[config.mk]
export PLATFORM = sky130hd
export DESIGN_NAME = channel_port
export DESIGN_NICKNAME = d
export VERILOG_FILES = /design/src/logic/chip_pkg.sv /design/src/logic/channel_port.sv
export SDC_FILE = /design/constraint.sdc
export NUM_CORES = 1
export LEC_CHECK = 0
export BUFFER_PORTS_ARGS = -buffer_cell sky130_fd_sc_hd__buf_2
export CAP_MARGIN = 30
export CORE_ASPECT_RATIO = 1.5
export CORE_MARGIN = 2
export CORE_UTILIZATION = 55
export DETAILED_ROUTE_END_ITERATION = 8
export PLACE_DENSITY_LB_ADDON = 0.15
export SLEW_MARGIN = 5
export SYNTH_ARGS = -nofsm -noshare
export SYNTH_HDL_FRONTEND = slang
export SYNTH_SLANG_ARGS = --single-unit
[constraint.sdc]
create_clock -name CPU_CLK -period 7 [get_ports CPU_CLK]
set_input_delay 1.4 -clock CPU_CLK [delete_from_list [all_inputs] [get_ports CPU_CLK]]
set_output_delay 1.4 -clock CPU_CLK [all_outputs]
set_load 0.05 [all_outputs]
[src/logic/chip_pkg.sv]
package chip_pkg;

  localparam int NUM_CH        = 4;
  localparam int NUM_REQ       = NUM_CH + 1;  // channels first, then the CPU
  localparam int CPU_REQ       = NUM_CH;
  localparam int RING_WORDS    = 32;
  localparam int ADDR_BITS     = 8;
  localparam int RAM_WORDS     = 1 << ADDR_BITS;
  localparam int QUEUE_DEPTH   = 4;
  localparam int RST_HOLD_BITS = 4;

  typedef logic [31:0]                    word_t;
  typedef logic [ADDR_BITS-1:0]           lsab_addr_t;
  typedef logic [$clog2(RING_WORDS)-1:0]  ring_ptr_t;
  typedef logic [$clog2(NUM_CH)-1:0]      ch_id_t;
  typedef logic [$clog2(NUM_REQ)-1:0]     req_idx_t;

  // one access offered to the arbiter
  typedef struct packed {
    logic       valid;
    logic       write;
    lsab_addr_t address;
    word_t      wdata;
  } mem_req_t;

  typedef struct packed {
    logic  grant;   // combinational, same cycle as valid
    logic  rvalid;  // one cycle after a granted read
    word_t rdata;
  } mem_rsp_t;

  typedef struct packed {
    ring_ptr_t in_wptr;
    ring_ptr_t out_rptr;
  } chan_status_t;

  typedef enum logic [1:0] {
    IDLE,
    WAIT_GRANT,
    WAIT_DATA
  } cpu_state_e;

endpackage

[src/logic/channel_port.sv]
module channel_port (
  input  logic                   CPU_CLK,
  input  logic                   RST,
  input  chip_pkg::ch_id_t       id,
  input  logic                   write,
  input  logic                   read,
  input  logic                   errack,
  input  chip_pkg::word_t        wdata,
  output chip_pkg::word_t        rdata,
  output logic                   rvalid,
  output logic                   irq,
  output logic                   err,
  output chip_pkg::chan_status_t status,
  output chip_pkg::mem_req_t     mem_req,
  input  chip_pkg::mem_rsp_t     mem_rsp
);
  import chip_pkg::*;

  localparam int QP_BITS = $clog2(QUEUE_DEPTH);

  // inbound queue between the peripheral and the arbiter
  word_t              q_mem [QUEUE_DEPTH];
  logic [QP_BITS-1:0] q_wr;
  logic [QP_BITS-1:0] q_rd;
  logic [QP_BITS:0]   q_cnt;
  logic               q_full;
  logic               q_empty;
  logic               push;
  logic               overflow;

  ring_ptr_t          in_ptr;
  ring_ptr_t          out_ptr;

  logic               fetch_want;   // read strobe seen, request not yet granted
  logic               fetch_wait;   // read granted, data not yet back
  logic               fetch_busy;
  logic               dbl_read;

  logic               hold_q;
  logic               hold_fetch;
  logic               use_fetch;
  logic               granted;
  logic               fetch_gnt;
  logic               wr_gnt;

  assign q_full   = (q_cnt == (QP_BITS + 1)'(QUEUE_DEPTH));
  assign q_empty  = (q_cnt == '0);
  assign push     = write && !q_full;
  assign overflow = write && q_full;   // the word is lost

  assign fetch_busy = fetch_want || fetch_wait;
  assign dbl_read   = read && fetch_busy;

  // an ungranted request stays as it was, else the fetch goes ahead of the queue
  assign use_fetch = hold_q ? hold_fetch : fetch_want;

  always_comb begin
    mem_req.valid = use_fetch || !q_empty;
    mem_req.write = !use_fetch;
    if (use_fetch) begin
      mem_req.address = {id, 1'b1, out_ptr};  // outbound half of the region
      mem_req.wdata   = '0;
    end else begin
      mem_req.address = {id, 1'b0, in_ptr};
      mem_req.wdata   = q_mem[q_rd];
    end
  end

  assign granted   = mem_req.valid && mem_rsp.grant;
  assign fetch_gnt = granted && use_fetch;
  assign wr_gnt    = granted && !use_fetch;

  always_ff @(posedge CPU_CLK) begin
    if (push) begin
      q_mem[q_wr] <= wdata;
    end
  end

  always_ff @(posedge CPU_CLK) begin
    if (!RST) begin
      q_wr       <= '0;
      q_rd       <= '0;
      q_cnt      <= '0;
      in_ptr     <= '0;
      irq        <= 1'b0;
      hold_q     <= 1'b0;
      hold_fetch <= 1'b0;
    end else begin
      if (push) begin
        q_wr <= q_wr + 1'b1;
      end
      if (wr_gnt) begin
        q_rd   <= q_rd + 1'b1;
        in_ptr <= in_ptr + 1'b1;
      end
      if (push && !wr_gnt) begin
        q_cnt <= q_cnt + 1'b1;
      end else if (!push && wr_gnt) begin
        q_cnt <= q_cnt - 1'b1;
      end
      irq        <= wr_gnt;  // one pulse per word landed
      hold_q     <= mem_req.valid && !mem_rsp.grant;
      hold_fetch <= use_fetch;
    end
  end

  always_ff @(posedge CPU_CLK) begin
    if (!RST) begin
      fetch_want <= 1'b0;
      fetch_wait <= 1'b0;
      out_ptr    <= '0;
      rvalid     <= 1'b0;
    end else begin
      if (read && !fetch_busy) begin
        fetch_want <= 1'b1;
      end
      if (fetch_gnt) begin
        fetch_want <= 1'b0;
        fetch_wait <= 1'b1;
        out_ptr    <= out_ptr + 1'b1;
      end
      if (mem_rsp.rvalid) begin
        fetch_wait <= 1'b0;
      end
      rvalid <= mem_rsp.rvalid;  // the arbiter only answers the reads we made
    end
  end

  always_ff @(posedge CPU_CLK) begin
    if (mem_rsp.rvalid) begin
      rdata <= mem_rsp.rdata;
    end
  end

  // a new error in the same cycle as errack keeps the flag up
  always_ff @(posedge CPU_CLK) begin
    if (!RST) begin
      err <= 1'b0;
    end else begin
      if (errack) begin
        err <= 1'b0;
      end
      if (overflow || dbl_read) begin
        err <= 1'b1;
      end
    end
  end

  assign status.in_wptr  = in_ptr;
  assign status.out_rptr = out_ptr;

endmodule

==> impl_results.md, run 1 <==
* Max_slew headroom at 0.428
* Core area at 12500 um^2
* Total Nets Final at 622
* P&R area growth vs syn at 21.3%
* Global-route usage over all layers at 0.201
* DRT iter0 DRCs at roughly 240
* Slew Viols, Final at 0
* Vias at between 3000 and 4000
* Final non-filler cell total at 710
* Core Util, Final at 0.684
* WL/cell at 18.2 um
* Net Count, Synth at roughly 470
* Die X at a little under 100 um
* Drt first pass iters at 4
* Total inserted antenna cells at 0
* Post-CTS sizing at 0
* Max Cap Viol at 0
* Overall Power at 3.12 mW
* Clock skew at around 0.0076 ns
* Clk slew on worst S/H paths at 0.07 ns
* Die area at 13800 um^2
* Final setup TNS at 0 ns
* Site row count at 50
* Crit path required time at between 5 and 6 ns
* DP Cell Count at ~680
* CP max FO at 27
* Post-DP HPWL at 8270 um
* Clock Latency Late Sink at 0.42 ns
* Postcts setup bufs at 0
* Worst hold start: err
* Leak at 3.18 nW
* Final WL at approximately 13000 um
* RSZ-0062 raised after global routing: no
* Tightest Hold Check Type: reg -> reg
* CTS tree: done
* Initial core utilization at 0.564
* Tcrit/Tclk final at 0.538
* Worst Slack Setup Final at about 3.2 ns
* CTS H-Tree Depth at 4
* I/O Pins at 160
* Total global routing overflow at 0
* Critical Path End Type: primary output
* Die Ht at ~140 um
* Critical path startpoint category: flip-flop
* First-pass GRT wire length at 20200 um
* Remaining DRCs at 0
* Pin count of the biggest net entering global routing at 35
* Clk sinks at 186
* Initial antenna violation count at 0
* Setup CP Type: reg -> out
* Worst Hold Depth at 2
* Synth Register Bits at 186
* Post-DRT Antenna Nets at 0
* Worst path arrival time at 2.37 ns
* Syn Area/Cell at 18.4 um^2
* Global placer's final weighted congestion at slightly below 0.8
* CTS Hold Bufs at 0
* Vias in the first global route at 4072
* FILL cells at between 800 and 900
* Multi-input gate area in the final layout at 1600 um^2
* PortBufs at about 160
* Share of cells above drive strength 1 at 0.417
* Final hold violations at 0
* CTS Buffer Depth at 2
* Yosys Warn Count at 0
* Status: finished, final reports clean
* RR Startpoint: hold_q
* TritonCTS Buffers at 17
* Final setup violation count at 0
* Yosys cell types at 34
* Pwr/cell area at 365 nW/um^2
* DR vias/cell at approximately 5.5
* Min Tclk post-route at 3.77 ns
* Mapped cell area at roughly 7100 um^2
* CTS Root Cell: clkbuf_16
* Worst slew pin tran at 0.859 ns
* Storage element area at 5330 um^2
* Mapped Cells at 384
* Register-to-Register Path Depth at 10
* Place WS at 3.62 ns
* Sequential share of the synthesized area at 0.755
* Fmax at around 0.27 GHz
* Worst vdd ir at 0.000192 V
==> layout by cell type (no fill, tap or decap), drive strengths merged <==
cell type | netlist | routed
edfxtp | 160 | 160
buf | 14 | 158
and2 | 33 | 33
mux4 | 32 | 32
dfxtp | 26 | 26
nand2 | 24 | 24
clkbuf | 6 | 17
inv | 9 | 17
a21oi | 12 | 12
o21ai | 9 | 9
mux2i | 8 | 8
ha | 7 | 7
nand2b | 5 | 5
and3 | 5 | 5
nor2 | 4 | 4
o31ai | 4 | 4
or4 | 4 | 4
nand3 | 4 | 4
nor3 | 4 | 4
clkinv | 0 | 4
or3 | 3 | 3
xor2 | 2 | 2
nand4 | 2 | 2
bufinv | 0 | 2
nor3b | 1 | 1
or3b | 1 | 1
nor4 | 1 | 1
nor4b | 1 | 1
nor2b | 1 | 1
a31oi | 1 | 1
fa | 1 | 1
clkinvlp | 0 | 1
==> cells in the mapped netlist, drive strengths merged <==
master	number	area [um^2]
nor4b	1	8.76
a31oi	1	6.26
nor3	4	25.0
or3	3	18.8
o31ai	4	30.0
o21ai	9	45.0
nand2	24	90.1
nor2b	1	6.26
inv	9	33.8
mux2i	8	92.6
buf	14	77.6
a21oi	12	60.1
dfxtp	26	521
clkbuf	6	22.5
and2	33	206
fa	1	20.0
nand4	2	12.5
or4	4	30.0
or3b	1	8.76
mux4	32	721
xor2	2	17.5
nand3	4	20.0
nor2	4	15.0
edfxtp	160	4800
nand2b	5	31.3
and3	5	31.3
nor4	1	6.26
ha	7	87.6
nor3b	1	7.51
==> cell families after synthesis <==
kind of cell	share of synthesized area
adders and majority gates	0.0152
xor gates and xnor gates	0.00248
muxes	0.115
and+or+nand+nor	0.0734
AOI/OAI and AO/OA	0.0200
buffers and inverters	0.0190
DFF	0.755
==> worst max-delay path, stage by stage (launching register included) <==
cell	delay (ns)
dfxtp_2	0.44
buf_4	0.50
mux4_2	0.57
and2_1	0.20
buf_2	0.21
==> final timing paths <==
check | slack (ns) | endpoint
worst max-delay path | 3.23 | mem_req[26]
worst min-delay path | 0.49 | err
worst max register to register | 4.27 | q_cnt[2]
worst min register to register | 0.49 | err
==> metal layers <==
layer	routed length [um]	GRT usage	vias to the layer above
met5	0	0	-
met4	277	0.0786	0
met3	1120	0.0728	18
met2	6770	0.334	157
met1	4720	0.235	1929
li1	-	-	1797
==> sequential cells by signal, indices dropped and copies added, names as in the netlist, named ones only <==
name / count
q_rd: 2
out_ptr: 5
irq: 1
in_ptr: 5
err: 1
q_mem: 128
rvalid: 1
q_cnt: 3
fetch_want: 1
rdata: 32
hold_q: 1
hold_fetch: 1
q_wr: 2
fetch_wait: 1
==> through the flow <==
| step | hold slack [ns] | instance area, um^2 |
|---|---|---|
| after floorplan | 0.453 | 7060 |
| after global placement | 0.463 | 7960 |
| after detailed placement | 0.475 | 7960 |
| final | 0.486 | 8560 |
| after global routing | 0.512 | 8560 |
| after CTS | 0.492 | 8560 |
==> cell type report <==
cell class	instances	area share
repair buffers	158	0.0932
clock buffers	17	0.0497
well taps	156	0.0228
inverters	9	0.00395
flip-flops and latches	186	0.622
multi-input cells	169	0.187
clock inverters	15	0.0208
==> report_power, final <==
| group | switching, mW | internal, mW |
|---|---|---|
| clock | 0.417 | 0.540 |
| combinational | 0.548 | 0.255 |
| sequential | 0.0506 | 1.31 |
| total | 1.02 | 2.11 |
(Power assumes the default switching activity.)
==> inputs of run 2 (changes only) <==
CORE_UTILIZATION = 54   (was 55)
clock period = 3.52 ns   (was 7 ns; I/O delays follow)
==> run 2 against run 1 <==
Sequential share of layout area down 0.22 points; critical path depth unchanged; register-to-register slack worse by 3.1 ns; critical path type unchanged; critical endpoint is now mem_req[1]; largest cell class unchanged.
==> impl_results.md, run 2 (synthesis results as in run 1) <==
* Commonest non-fill, non-tap cell in the layout: edfxtp_1
* CTS Hold Bufs at 0
* Clock Latency Late Sink at 0.41 ns
* Final setup violation count at 0
* Die area at 14000 um^2
* Die X at 97.3 um
* Critical path startpoint category: flip-flop
* Clk slew on worst S/H paths at 0.08 ns
* Worst path arrival time at 2.27 ns
* I/O Pins at 160
* Clk sinks at around 190
* Most frequent cells in the layout: edfxtp_1, buf_2, and2_1
* Global-route usage over all layers at 0.188
* PortBufs at approximately 160
* Core Util, Final at 0.666
* Post-DP Area at 7970 um^2
* Biggest regs: q_mem x128, rdata x32
* Slew Viols, Final at 0
* Tightest Hold Check Type: in -> reg
* DRT iter0 DRCs at 135
* Clock skew at roughly 0.0087 ns
* Storage element area at 5330 um^2
* Pin count of the biggest net entering global routing at between 40 and 50
* RSZ-0062 raised after global routing: no
* Vias at 3877
* Fmax at approximately 0.34 GHz
* DR vias/cell at 5.44
* Max_slew headroom at 0.415
* Min Hold Slack at 0.454 ns
* Initial core utilization at 0.547
* Status: finished, final reports clean
* CTS H-Tree Depth at 4
* Pwr/cell area at between 700 and 800 nW/um^2
* Worst Slack Setup Final at 0.543 ns
* Initial antenna violation count at 0
* Worst vdd ir at 0.000391 V
* Worst slew pin tran at 0.878 ns
* Multi-input gate area in the final layout at 1600 um^2
* Die Ht at 144 um
* Global placer's final weighted congestion at 0.784
* Total Nets Final at 622
* Critical Path End Type: primary output
* CTS Root Cell: clkbuf_16
* Final setup TNS at 0 ns
* Post-DRT Antenna Nets at 0
* Vias in the first global route at 4056
* Total global routing overflow at 0
* Leak at about 3.2 nW
* First-pass GRT wire length at 19900 um
* Post-DP HPWL at roughly 8200 um
* Site row count at 51
* Remaining DRCs at 0
* CP max FO at 20
* Final hold violations at 0
* RR Startpoint: hold_q
* Post-CTS sizing at 0
* TritonCTS Buffers at 17
* Total inserted antenna cells at 0
* WL/cell at 18.1 um
* Share of cells above drive strength 1 at 0.419
* Max FFs per register at approximately 130
* Drt first pass iters at 4
* Final WL at 12900 um
* Max Cap Viol at 0
* CTS Buffer Depth at 2
* FILL cells at 931
* Postcts setup bufs at 0
* Setup CP Type: reg -> out
* Worst hold start: mem_rsp[0]
* P&R area growth vs syn at 21.7%
* CTS tree: done
* Place WS at 0.877 ns
* Tcrit/Tclk final at 0.846
* Crit path required time at ~2.8 ns
* Reg with most FFs: q_mem
* Cell area after layout at 8590 um^2
* Min Tclk post-route at 2.98 ns
* Core area at 12900 um^2
## run 2: changes by cell type in the layout (fill, tap and decap cells not counted), sizes merged
cell / delta
clkinv: -1
bufinv: -1
inv: +2
## run 2: worst max-delay path: stages (launching register included)
cell     delay (ns)
dfxtp_2        0.66
buf_12         0.27
mux4_2         0.51
and2_1         0.19
buf_2          0.21
## run 2: final cells by class
cell class                 instances  share of cell area
timing repair buffer             158              0.0944
inverter                           9             0.00393
tap                              159              0.0232
multi-input combinational        169               0.187
sequential                       186               0.620
clock buffer                      17              0.0495
clock inverter                    15              0.0223
## run 2: power by group
group | internal, mW | leakage (nW) | switching [mW] | total [mW]
combinational | 0.516 | 1.20 | 1.08 | 1.59
sequential | 2.61 | 1.70 | 0.120 | 2.73
clock | 1.03 | 0.300 | 0.894 | 1.93
total | 4.16 | 3.20 | 2.09 | 6.25
## run 2: metal layers
layer	part of all wire	GRT usage
met3	0.069	0.0643
met2	0.54	0.346
met4	0.011	0.0519
met5	0	0
met1	0.38	0.208
## run 2: path summary, 6_finish.rpt
path         slack [ns]    endpoint  cells past startpoint
max                0.54  mem_req[1]                      4
min                0.45    rdata[0]                      1
max reg2reg        1.17    q_cnt[2]                     10
min reg2reg        0.49   flip-flop                      2
## run 2: through the flow
step                      std cells  total power [mW]
final                           713              6.25
after global routing            713              6.51
after CTS                       713              6.32
after detailed placement        681              4.40
after global placement          681              4.37
after floorplan                 384              4.00
