===== src/logic/chip_pkg.sv =====
package chip_pkg;

  localparam int NUM_CH        = 4;
  localparam int NUM_REQ       = NUM_CH + 1;  // channels first, then the CPU
  localparam int CPU_REQ       = NUM_CH;
  localparam int RING_WORDS    = 32;
  localparam int ADDR_BITS     = 8;
  localparam int RAM_WORDS     = 1 << ADDR_BITS;
  localparam int QUEUE_DEPTH   = 4;
  localparam int RST_HOLD_BITS = 4;

  typedef logic [31:0]                    word_t;
  typedef logic [ADDR_BITS-1:0]           lsab_addr_t;
  typedef logic [$clog2(RING_WORDS)-1:0]  ring_ptr_t;
  typedef logic [$clog2(NUM_CH)-1:0]      ch_id_t;
  typedef logic [$clog2(NUM_REQ)-1:0]     req_idx_t;

  // one access offered to the arbiter
  typedef struct packed {
    logic       valid;
    logic       write;
    lsab_addr_t address;
    word_t      wdata;
  } mem_req_t;

  typedef struct packed {
    logic  grant;   // combinational, same cycle as valid
    logic  rvalid;  // one cycle after a granted read
    word_t rdata;
  } mem_rsp_t;

  typedef struct packed {
    ring_ptr_t in_wptr;
    ring_ptr_t out_rptr;
  } chan_status_t;

  typedef enum logic [1:0] {
    IDLE,
    WAIT_GRANT,
    WAIT_DATA
  } cpu_state_e;

endpackage


===== src/logic/cpu_port.sv =====
module cpu_port (
  input  logic                 CPU_CLK,
  input  logic                 RST,
  input  logic                 req,
  input  logic                 write,
  input  chip_pkg::lsab_addr_t addr,
  input  chip_pkg::word_t      wdata,
  output chip_pkg::word_t      rdata,
  output logic                 rvalid,
  output logic                 busy,
  output chip_pkg::mem_req_t   mem_req,
  input  chip_pkg::mem_rsp_t   mem_rsp
);
  import chip_pkg::*;

  cpu_state_e state;
  logic       acc_write;
  lsab_addr_t acc_addr;
  word_t      acc_wdata;

  assign busy = (state != IDLE);

  always_ff @(posedge CPU_CLK) begin
    if (!RST) begin
      state  <= IDLE;
      rvalid <= 1'b0;
    end else begin
      rvalid <= 1'b0;
      case (state)
        IDLE: begin
          if (req) begin
            state <= WAIT_GRANT;
          end
        end
        WAIT_GRANT: begin
          if (mem_rsp.grant) begin
            state <= acc_write ? IDLE : WAIT_DATA;  // a write is done at its grant edge
          end
        end
        WAIT_DATA: begin
          if (mem_rsp.rvalid) begin
            state  <= IDLE;
            rvalid <= 1'b1;
          end
        end
        default: state <= IDLE;
      endcase
    end
  end

  // the access is captured once and held until it completes
  always_ff @(posedge CPU_CLK) begin
    if (state == IDLE && req) begin
      acc_write <= write;
      acc_addr  <= addr;
      acc_wdata <= wdata;
    end
    if (state == WAIT_DATA && mem_rsp.rvalid) begin
      rdata <= mem_rsp.rdata;
    end
  end

  assign mem_req.valid   = (state == WAIT_GRANT);
  assign mem_req.write   = acc_write;
  assign mem_req.address = acc_addr;
  assign mem_req.wdata   = acc_wdata;

endmodule


===== config.mk =====
export PLATFORM = sky130hd
export DESIGN_NAME = cpu_port
export DESIGN_NICKNAME = d
export VERILOG_FILES = /design/src/logic/chip_pkg.sv /design/src/logic/cpu_port.sv
export SDC_FILE = /design/constraint.sdc
export NUM_CORES = 1
export LEC_CHECK = 0
export BUFFER_PORTS_ARGS = -buffer_cell sky130_fd_sc_hd__buf_2
export CORE_ASPECT_RATIO = 1.5
export CORE_MARGIN = 2
export CORE_UTILIZATION = 44
export CTS_BUF_LIST = sky130_fd_sc_hd__clkbuf_16
export CTS_CLUSTER_SIZE = 14
export DETAILED_ROUTE_END_ITERATION = 7
export PLACE_DENSITY = 0.86
export SLEW_MARGIN = 10
export SYNTH_ARGS = -nofsm -noshare
export SYNTH_HDL_FRONTEND = slang
export SYNTH_SLANG_ARGS = --single-unit
export TNS_END_PERCENT = 10

===== constraint.sdc =====
create_clock -name CPU_CLK -period 5.9 [get_ports CPU_CLK]
set_clock_uncertainty 0.2 [all_clocks]
set_input_delay 0.59 -clock CPU_CLK [delete_from_list [all_inputs] [get_ports CPU_CLK]]
set_output_delay 0.59 -clock CPU_CLK [all_outputs]
set_load 0.01 [all_outputs]

==> impl_summary.log, run 1 <==
[metrics] I/O Pins: 154
[metrics] count of pins over their slew limit: 0
[metrics] clock latency on the worst-skew pair: 0.32 ns
[metrics] Tcrit/Tclk final: 0.366
[metrics] post-layout utilization of the core: 0.676
[metrics] number of unique standard cell types used by synthesis: 14
[metrics] kind of end point of the critical path: register
[metrics] Largest stage delay, worst path: 0.79 ns
[metrics] power per unit of standard cell area: 336 nW/um^2
[metrics] number of gates resized after CTS: 0
[metrics] overall die height: 93.9 um
[metrics] DRC violation count after routing: 0
[metrics] number of instances in the synthesized netlist: 93
[metrics] post-route design area: 3490 um^2
[metrics] Total Wirelength: 5160 um
[metrics] setup repair after global routing missed its margin: no
[metrics] max-capacitance violation count: 0
[metrics] All-Layer GR Usage: 0.178
[metrics] TritonCTS Sinks: 76
[metrics] fraction of final layout cells with drive strength greater than 1: 0.664
[metrics] post-synthesis sequential element count: 76
[metrics] register area: 2250 um^2
[metrics] Max H-tree Level: 3
[metrics] worst-case headroom to the max-slew limit: 0.313
[metrics] class of the worst hold path: input pin to register
[metrics] CTS tree: done
[metrics] port buffer count: 153
[metrics] Core Footprint: 5160 um^2
[metrics] final weighted congestion in routability-driven placement: 0.758
[metrics] routed len/inst: 15.7 um
[metrics] fraction of post-synthesis cell area in the top cell type by area: 0.925
[metrics] Die Span X: 63.9 um
[metrics] Area contributors post-synth: edfxtp_1 92%, dfxtp_1 2.5%, nor3b_1 0.95%
[metrics] Worst Path Max Fanout: 41
[metrics] Tightest Pin Transition: 1.03 ns
[metrics] std cell rows: 32
[metrics] Starting Density: 0.459
[metrics] Layout fillers: 352
[metrics] total area of multi-input combinational cells: 111 um^2
[metrics] number of warnings printed during yosys synthesis: 0
[metrics] via count of the first global-routing pass: 1,607
[metrics] largest net degree at the start of global routing: 42
[metrics] setup total negative slack: 0 ns
[metrics] Setup CP Type: register to register
[metrics] Critical Path AT: 1.90 ns
[metrics] post-synthesis cell type with the largest combined area: edfxtp_1
[metrics] Max stage delay cell, worst path: nor2_4
[metrics] startpoint type of the worst setup path: register
[metrics] overall overflow remaining after global route: 0
[metrics] final critical delay including setup and external delays: 2.16 ns
[metrics] total vias in the final route: 1,492
[metrics] Layout Nets: 333
[metrics] peak clock frequency supported by timing: 463 MHz
[metrics] global-route wire length before repair: 7370 um
[metrics] Mean Syn Cell Area: 25.5 um^2
[metrics] maximum count of clock buffers along a single path: 2
[metrics] Area growth, synth to finish: 47.2%
[metrics] Setup violations, final: 0
[metrics] ratio of routed vias to standard cells: 4.53
[metrics] initial antenna violation count: 2
[metrics] Clock Pin Slew Worst Setup and Hold Paths: 0.06 ns
[metrics] DP Area: 3220 um^2
[metrics] Final HPWL DP: 4040 um
[metrics] setup bufs post-CTS: 0
[metrics] total clock buffers created by CTS: 9
[metrics] post-detailed-route count of antenna-violating nets: 0
[metrics] total nets after synthesis: 171
[metrics] number of DRC violations after detailed-routing iteration 0: 59
[metrics] leakage component of the power: 0.00148 uW
[metrics] Required @ worst endpoint: 5.64 ns
[metrics] Peak supply drop: 240 uV
[metrics] area of the mapped netlist: 2370 um^2
[metrics] root buffer cell: clkbuf_16
[metrics] Hold-fix buffers, CTS: 0
[metrics] fraction of the yosys area taken by sequential cells: 0.950
[metrics] die area: 6000 um^2
[metrics] outcome: finished, final reports clean
[metrics] Final Hold Viols: 0
[metrics] critical path cell sequence: or2_2 > nor2_4
[metrics] Pre-antenna DRT Iters: 4
[worst max-delay path, delay by kind of cell (launching register included)]
family	cells	cell delay, ns
flops	1	0.41
simple gates	2	1.16
[cell type report]
cell class	count	share of cell area
flip-flops and latches	76	0.645
repair buffers	153	0.219
clock buffers	9	0.0645
multi-input cells	14	0.0319
well taps	68	0.0244
clock inverters	6	0.0122
diodes	2	0.00143
inverters	1	0.00108
[layer usage]
layer	global-route usage	wire length [um]
met5	0	14
met4	0.0996	103
met3	0.129	743
met2	0.294	2690
met1	0.151	1600
[state kept, by name (all words and copies together), names as in the netlist]
name,flops
acc_wdata,32
rdata,32
acc_addr,8
state,2
acc_write,1
rvalid,1
[power by group]
| part | switching (uW) | leakage [uW] | internal (uW) |
|---|---|---|---|
| combinational | 38.9 | 0.000651 | 34.3 |
| clock | 195 | 0.000127 | 281 |
| sequential | 6.37 | 0.000706 | 618 |
[cells in the mapped netlist]
master and number:
buf_6 1, inv_1 1, mux2_4 1, nand2_1 1, o221a_1 1, nor2_1 2
dfxtp_1 3, edfxtp_1 73, nand2b_1 3, a21oi_1 1, buf_4 1, nor2b_1 1
or2_2 1, nor3b_1 3
[path summary, 6_finish.rpt]
kind	start	endpoint	slack [ns]	depth (start not counted)
worst max register to register	state[0]$_SDFFE_PN0P_	acc_wdata[13]$_DFFE_PP_	3.74	2
worst min-delay path	wdata[1]	acc_wdata[1]$_DFFE_PP_	0.24	1
worst max-delay path	state[0]$_SDFFE_PN0P_	acc_wdata[13]$_DFFE_PP_	3.74	2
worst min register to register	state[0]$_SDFFE_PN0P_	state[0]$_SDFFE_PN0P_	0.43	2
[per-stage QoR]
stage | cells | setup slack (ns) | total power, uW | hold WS (ns)
global placement | 312 | 3.77 | 706 | 0.383
finish | 329 | 3.74 | 1170 | 0.240
floorplan | 93 | 2.77 | 661 | 0.293
global route | 327 | 3.61 | 1210 | 0.221
detailed placement | 312 | 3.73 | 709 | 0.418
CTS | 327 | 3.73 | 1180 | 0.227
[cell families after synthesis]
family,count (synthesis),share of synthesized area
buffers and inverters,3,0.00950
and+or+nand+nor,11,0.0274
AOI/OAI and AO/OA,2,0.00686
muxes,1,0.00633
DFF,76,0.950
[layout by cell type, fill, tap and decap left out]
| master | Yosys | final |
|---|---|---|
| buf_2 | 0 | 153 |
| edfxtp_1 | 73 | 73 |
| clkbuf_16 | 0 | 9 |
| nor3b_1 | 3 | 3 |
| nand2b_1 | 3 | 3 |
| dfxtp_1 | 3 | 3 |
| diode_2 | 0 | 2 |
| nor2_4 | 0 | 2 |
| clkinv_2 | 0 | 2 |
| clkinv_4 | 0 | 2 |
| clkinvlp_4 | 0 | 2 |
| or2_2 | 1 | 1 |
| nor2b_1 | 1 | 1 |
| inv_1 | 1 | 1 |
| nand2_1 | 1 | 1 |
| mux2_4 | 1 | 1 |
| o221a_1 | 1 | 1 |
| a21oi_1 | 1 | 1 |
Power figures use the tool's default switching activity.
==> inputs of run 2 (changes only) <==
ABC_AREA = 1   (was not set)
CORE_UTILIZATION = 37   (was 44)
PLACE_DENSITY = 0.78   (was 0.86)
clock period = 1.8 ns   (was 5.9 ns; I/O delays follow)
==> run 2 against run 1 <==
  * Clock-buffer cell count did not move
  * Final cell count rose by 27%
  * Sequential power rose to 3.4 times the previous value
==> impl_summary.log, run 2 <==
[metrics] final cell count without fillers: 419 (+27%)
[metrics] post-route design area: 4320 um^2 (+24%)
[metrics] Area growth, synth to finish: 83.3%
[metrics] Final Hold Viols: 0 (unchanged)
[metrics] number of placed cells counting well taps: 328 (+5.1%)
[metrics] Clock Pin Slew Worst Setup and Hold Paths: 0.06 ns (about the same)
[metrics] Area contributors post-synth: edfxtp_1 93%, dfxtp_1 2.5%, inv_1 1.1%
[metrics] outcome: finished, final reports clean
[metrics] Die Span X: 69.2 um (+8.2%)
[metrics] hold slack: 0.0305 ns (-0.210 ns)
[metrics] largest net degree at the start of global routing: 33 (-21%)
[metrics] commonest non-fill, non-tap cell in the layout: buf_2
[metrics] class of the worst hold path: input pin to register
[metrics] via count of the first global-routing pass: 2,108 (+31%)
[metrics] Layout Nets: 418 (+26%)
[metrics] Worst Path Max Fanout: 22 (-46%)
[metrics] peak clock frequency supported by timing: 641 MHz (+38%)
[metrics] Largest stage delay, worst path: 0.36 ns (-0.43 ns)
[metrics] leakage component of the power: 0.00185 uW (+24%)
[metrics] number of diodes added for antenna fixing: 0 (-2)
[metrics] worst-case headroom to the max-slew limit: 0.741 (+0.429)
[metrics] overall overflow remaining after global route: 0 (unchanged)
[metrics] Tightest Pin Transition: 0.385 ns (-0.644 ns)
[metrics] maximum count of clock buffers along a single path: 2 (unchanged)
[metrics] clock latency on the worst-skew pair: 0.33 ns (about the same)
[metrics] area of the mapped netlist: 2360 um^2 (-0.63%)
[metrics] max-capacitance violation count: 0 (unchanged)
[metrics] post-detailed-route count of antenna-violating nets: 0 (unchanged)
[metrics] fraction of the yosys area taken by sequential cells: 0.956 (+0.00605)
[metrics] port buffer count: 153 (unchanged)
[metrics] Max stage delay cell, worst path: dfxtp_2
[metrics] TritonCTS Sinks: 76 (unchanged)
[metrics] Max H-tree Level: 3 (unchanged)
[metrics] critical path cell sequence: nor2_2 > nand2_1 > clkinvlp_4 > buf_12
[metrics] number of warnings printed during yosys synthesis: 0 (unchanged)
[metrics] Mean Syn Cell Area: 23.8 um^2 (-6.7%)
[metrics] post-synthesis cell type with the largest combined area: edfxtp_1
[metrics] All-Layer GR Usage: 0.218 (+0.0396)
[metrics] number of unique standard cell types used by synthesis: 12 (-2)
[metrics] total clock buffers created by CTS: 9 (unchanged)
[metrics] biggest registers after layout: acc_wdata: 32 flops, rdata: 32 flops, acc_addr: 8 flops
[metrics] kind of cell with the highest combined delay on the critical path: buffers and inverters
[metrics] final weighted congestion in routability-driven placement: 0.703 (-7.3%)
[metrics] most frequent cells in the layout: 153 x buf_2, 75 x dlygate4sd3_1, 73 x edfxtp_1
[metrics] global-route wire length before repair: 10,900 um (+48%)
[metrics] Core Footprint: 6130 um^2 (+19%)
[metrics] std cell rows: 35 (+9.4%)
[metrics] primary flip-flop cell chosen by synthesis mapping: edfxtp_1
[metrics] number of DRC violations after detailed-routing iteration 0: 64 (+8.5%)
[metrics] Required @ worst endpoint: 1.64 ns (-4.00 ns)
[metrics] number of gates resized after CTS: 0 (unchanged)
[metrics] async set-reset flop share out of synthesis: 0 (unchanged)
[metrics] total nets after synthesis: 177 (+3.5%)
[metrics] top cells by count, synth: 73 x edfxtp_1, 7 x inv_1, 4 x nand3_1, 3 x dfxtp_1, 3 x nor2_1
[metrics] combined buffer and inverter count along the critical path: 2 (+2)
[metrics] Starting Density: 0.384 (-0.0748)
[metrics] Final HPWL DP: 3990 um (-1.4%)
[metrics] count of pins over their slew limit: 0 (unchanged)
[metrics] routed len/inst: 17.5 um (+12%)
[metrics] setup total negative slack: 0 ns (unchanged)
[metrics] final critical delay including setup and external delays: 1.56 ns (-0.600 ns)
[metrics] die area: 7040 um^2 (+17%)
[metrics] ratio of routed vias to standard cells: 4.50 (-0.74%)
[metrics] DRC violation count after routing: 0 (unchanged)
[metrics] setup repair after global routing missed its margin: no
[metrics] DP Area: 3280 um^2 (+2.1%)
[metrics] Critical Path AT: 1.40 ns (-0.50 ns)
[metrics] root buffer cell: clkbuf_16
[metrics] CTS tree: done
[metrics] overall die height: 102 um (+8.3%)
[metrics] post-synthesis sequential element count: 76 (unchanged)
[metrics] I/O Pins: 154 (unchanged)
[metrics] startpoint type of the worst setup path: register
[metrics] number of instances in the synthesized netlist: 99 (+6.5%)
[metrics] initial antenna violation count: 0 (-2)
[metrics] fraction of final layout cells with drive strength greater than 1: 0.516 (-0.148)
[metrics] total vias in the final route: 1,886 (+26%)
[metrics] Setup violations, final: 0 (unchanged)
[metrics] setup bufs post-CTS: 0 (unchanged)
[metrics] Setup CP Type: register to register
[metrics] most instantiated library cell after synthesis: edfxtp_1
[metrics] kind of end point of the critical path: register
[metrics] Pre-antenna DRT Iters: 5 (+1)
[metrics] fraction of post-synthesis cell area in the top cell type by area: 0.930 (+0.00589)
[metrics] Total Wirelength: 7350 um (+43%)
[metrics] Tcrit/Tclk final: 0.867 (+0.501)
[metrics] Peak supply drop: 801 uV (+230%)
[metrics] power per unit of standard cell area: 995 nW/um^2 (+200%)
[metrics] count of flip-flops with a built-in enable after synthesis: 73 (unchanged)
-- run 2: cell count changes after synthesis, moves of 2 or more --
cell      previous run  this run
inv_1                1         7
nand2b_1             3         0
nand3_1              0         4
nor3_1               0         2
nor3b_1              3         0
-- run 2: worst reg2reg max path: cells and delay by family, from the launching register on --
family	cells	cell delay, ns
buffers and inverters	2	0.42
flip-flops	1	0.36
AND/OR/NAND/NOR	2	0.29
-- run 2: worst paths after layout --
path / from / to / cells after the start / slack (ns)
setup / recovery: state[0]$_SDFFE_PN0P_ / acc_wdata[14]$_DFFE_PP_ / 4 / 0.24
hold / removal: req / state[0]$_SDFFE_PN0P_ / 3 / 0.03
setup reg to reg: state[0]$_SDFFE_PN0P_ / acc_wdata[14]$_DFFE_PP_ / 4 / 0.24
hold reg to reg: state[0]$_SDFFE_PN0P_ / rvalid$_SDFF_PN0_ / 1 / 0.36
-- run 2: per-stage QoR --
step | setup WS (ns) | total power [uW] | utilization
after floorplan | 0.00192 | 2280 | -
after global placement | 0.320 | 2490 | 0.536
after detailed placement | 0.272 | 2510 | 0.536
after CTS | 0.271 | 4310 | 0.704
after global routing | 0.146 | 4440 | 0.704
final | 0.240 | 4300 | 0.704
-- run 2: layout make-up --
class | instances | area (um^2)
fill | 396 | 1810
inverter | 8 | 33.8
clock buffer | 9 | 225
multi-input combinational | 14 | 77.6
clock inverter | 7 | 57.6
sequential | 76 | 2250
tap | 74 | 92.6
timing repair buffer | 231 | 1580
-- run 2: power by group --
group | switching (uW) | total (uW) | internal (uW)
Sequential | 42.6 | 2120 | 2080
Clock | 717 | 1670 | 953
Combinational | 242 | 508 | 267
-- run 2: metal layers --
metal | vias to the layer above | GRT usage | part of all wire
li1 | 860 | - | -
met2 | 147 | 0.373 | 0.51
met5 | - | 0 | 0
met1 | 858 | 0.230 | 0.36
met3 | 21 | 0.0925 | 0.11
met4 | 0 | 0.109 | 0.031
-- run 2: kinds of logic (layout without fill, tap and decap cells) --
family	after synthesis	in the layout	share of synthesized area
DFF	76	76	0.956
AOI/OAI and AO/OA	1	1	0.00212
and+or+nand+nor	13	13	0.0260
buffers and inverters	9	255	0.0159
-- run 2: timing repair --
action                                  CTS  global route
endpoints found under the setup margin    0             0
endpoints found under the hold margin    76             0
hold buffers                             75             0
==> inputs of run 3 (changes only) <==
CORE_ASPECT_RATIO = 1.2   (was 1.5)
TNS_END_PERCENT = 1   (was 10)
==> run 3 against run 2 <==
  * Clock power increased by 11%
  * Global-route usage down 1.4 points
  * Non-clock buffer count up 1
  * Clock-buffer cell count did not move
  * Wire length shrank 4.1%
  * Critical endpoint is now state[0]$_SDFFE_PN0P_
  * Highest routed layer unchanged
==> impl_summary.log, run 3 (synthesis gave the netlist of run 2 again) <==
[metrics] outcome: finished, final reports clean
[metrics] Setup violations, final: 0 (unchanged)
[metrics] worst-case headroom to the max-slew limit: 0.839 (+0.0974)
[metrics] CTS tree: done
[metrics] final cell count without fillers: 428 (+2.1%)
[metrics] Total Wirelength: 7050 um (-4.1%)
[metrics] std cell rows: 31 (-11%)
[metrics] maximum count of clock buffers along a single path: 2 (unchanged)
[metrics] leakage component of the power: 0.00187 uW (+1.2%)
[metrics] Clock Pin Slew Worst Setup and Hold Paths: 0.06 ns (about the same)
[metrics] All-Layer GR Usage: 0.203 (-0.0142)
[metrics] critical path cell sequence: nor2_2 > nand2_1 > a21oi_1 > dlygate4sd3_1
[metrics] max-capacitance violation count: 0 (unchanged)
[metrics] most frequent cells in the layout: 153 x buf_2, 76 x dlygate4sd3_1, 73 x edfxtp_1
[metrics] post-layout utilization of the core: 0.715 (+0.0111)
[metrics] Final Hold Viols: 0 (unchanged)
[metrics] global-route wire length before repair: 10,400 um (-4.7%)
[metrics] root buffer cell: clkbuf_16
[metrics] number of placed cells counting well taps: 336 (+2.4%)
[metrics] post-detailed-route count of antenna-violating nets: 0 (unchanged)
[metrics] number of diodes added for antenna fixing: 0 (unchanged)
[metrics] Area growth, synth to finish: 84.9%
[metrics] total vias in the final route: 1,872 (-0.74%)
[metrics] Critical Path AT: 1.72 ns (+0.32 ns)
[metrics] setup total negative slack: 0 ns (unchanged)
[metrics] Layout Nets: 419 (+0.24%)
[metrics] Max H-tree Level: 3 (unchanged)
[metrics] setup bufs post-CTS: 0 (unchanged)
[metrics] Tightest Pin Transition: 0.240 ns (-0.145 ns)
[metrics] Largest stage delay, worst path: 0.57 ns (+0.21 ns)
[metrics] Setup CP Type: register to register
[metrics] initial antenna violation count: 0 (unchanged)
[metrics] routed len/inst: 16.5 um (-6.1%)
[metrics] fraction of final layout cells with drive strength greater than 1: 0.509 (-0.00727)
[metrics] post-route worst setup slack: 0.146 ns (-0.0934 ns)
[metrics] startpoint type of the worst setup path: register
[metrics] Pre-antenna DRT Iters: 5 (unchanged)
[metrics] DP Area: 3280 um^2 (-0.15%)
[metrics] overall die height: 91.4 um (-10%)
[metrics] overall overflow remaining after global route: 0 (unchanged)
[metrics] Starting Density: 0.387 (+0.00261)
[metrics] Max stage delay cell, worst path: dlygate4sd3_1
[metrics] kind of end point of the critical path: register
[metrics] die area: 7020 um^2 (-0.15%)
[metrics] final weighted congestion in routability-driven placement: 0.668 (-5.0%)
[metrics] setup repair after global routing missed its margin: no
[metrics] total area of multi-input combinational cells: 77.6 um^2 (unchanged)
[metrics] ratio of routed vias to standard cells: 4.37 (-2.8%)
[metrics] commonest non-fill, non-tap cell in the layout: buf_2
[metrics] post-route design area: 4360 um^2 (+0.90%)
[metrics] Final HPWL DP: 4220 um (+5.9%)
[metrics] via count of the first global-routing pass: 1,980 (-6.1%)
[metrics] TritonCTS Sinks: 76 (unchanged)
[metrics] clock latency on the worst-skew pair: 0.32 ns (about the same)
[metrics] Core Footprint: 6090 um^2 (-0.67%)
[metrics] register area: 2250 um^2 (-0.11%)
[metrics] Tcrit/Tclk final: 0.919 (+0.0519)
[metrics] class of the worst hold path: input pin to register
[metrics] count of pins over their slew limit: 0 (unchanged)
[metrics] largest net degree at the start of global routing: 33 (unchanged)
[metrics] setup slack of the worst register-to-register path: 0.15 ns (-0.09 ns)
[metrics] biggest registers after layout: acc_wdata: 32 flops, rdata: 32 flops, acc_addr: 8 flops
[metrics] total clock buffers created by CTS: 9 (unchanged)
[metrics] Required @ worst endpoint: 1.86 ns (+0.22 ns)
[metrics] Worst Path Max Fanout: 5 (-77%)
[metrics] I/O Pins: 154 (unchanged)
[metrics] Peak supply drop: 704 uV (-12%)
[metrics] Post-Place Worst Slack: 0.334 ns (+0.0618 ns)
[metrics] power per unit of standard cell area: 1030 nW/um^2 (+3.0%)
[metrics] port buffer count: 153 (unchanged)
[metrics] number of DRC violations after detailed-routing iteration 0: 164 (+160%)
[metrics] DRC violation count after routing: 0 (unchanged)
[metrics] Die Span X: 76.8 um (+11%)
[metrics] final critical delay including setup and external delays: 1.65 ns (+0.0934 ns)
[metrics] peak clock frequency supported by timing: 605 MHz (-5.6%)
[metrics] Layout fillers: 385 (-2.8%)
[run 3: cell count changes in the layout (fill, tap and decap cells not counted), sizes merged]
cell / change
inv: -4
clkinv: +3
bufinv: +2
clkinvlp: -1
dlygate4sd3: +1
[run 3: metal layers]
metal  up-vias  global-route usage  part of all wire
li1        862                   -                 -
met1       879               0.231              0.40
met2       122               0.338              0.49
met3         9              0.0775             0.094
met4         0              0.0939             0.016
met5         -                   0                 0
[run 3: area by class of cell]
type                       count  share of cell area
timing repair buffer         232               0.361
clock inverter                 7              0.0210
tap                           82              0.0235
inverter                       8             0.00775
sequential                    76               0.517
clock buffer                   9              0.0517
multi-input combinational     14              0.0178
[run 3: through the flow]
step / total power, uW / hold slack, ns
floorplan: 2280 / 0.0789
global placement: 2500 / 0.157
detailed placement: 2510 / 0.158
CTS: 4480 / 0.0244
global route: 4620 / 0.0517
finish: 4470 / 0.0353
[run 3: worst paths after layout]
check | start | endpoint | cells after the start
worst max register to register | state[0]$_SDFFE_PN0P_ | state[0]$_SDFFE_PN0P_ | 4
worst min-delay path | req | state[1]$_SDFFE_PN0P_ | 5
worst max-delay path | state[0]$_SDFFE_PN0P_ | state[0]$_SDFFE_PN0P_ | 4
worst min register to register | state[1]$_SDFFE_PN0P_ | rvalid$_SDFF_PN0_ | 2
[run 3: worst max-delay path: cells and delay by family, from the launching register on]
kind	cells	cell delay, ns
AND/OR/NAND/NOR	2	0.29
AO/OA/AOI/OAI	1	0.17
buffers and inverters	1	0.57
flip-flops	1	0.37
[run 3: repair_timing]
action | 4_1_cts | 5_1_grt
resized for setup | 0 | 0
hold endpoints to repair | 76 | 0
hold buffers | 76 | 0
[run 3: where the power goes]
group | total, uW | internal [uW] | switching [uW]
combinational | 491 | 263 | 228
clock | 1860 | 1210 | 654
sequential | 2120 | 2080 | 41.3
total | 4470 | 3550 | 923
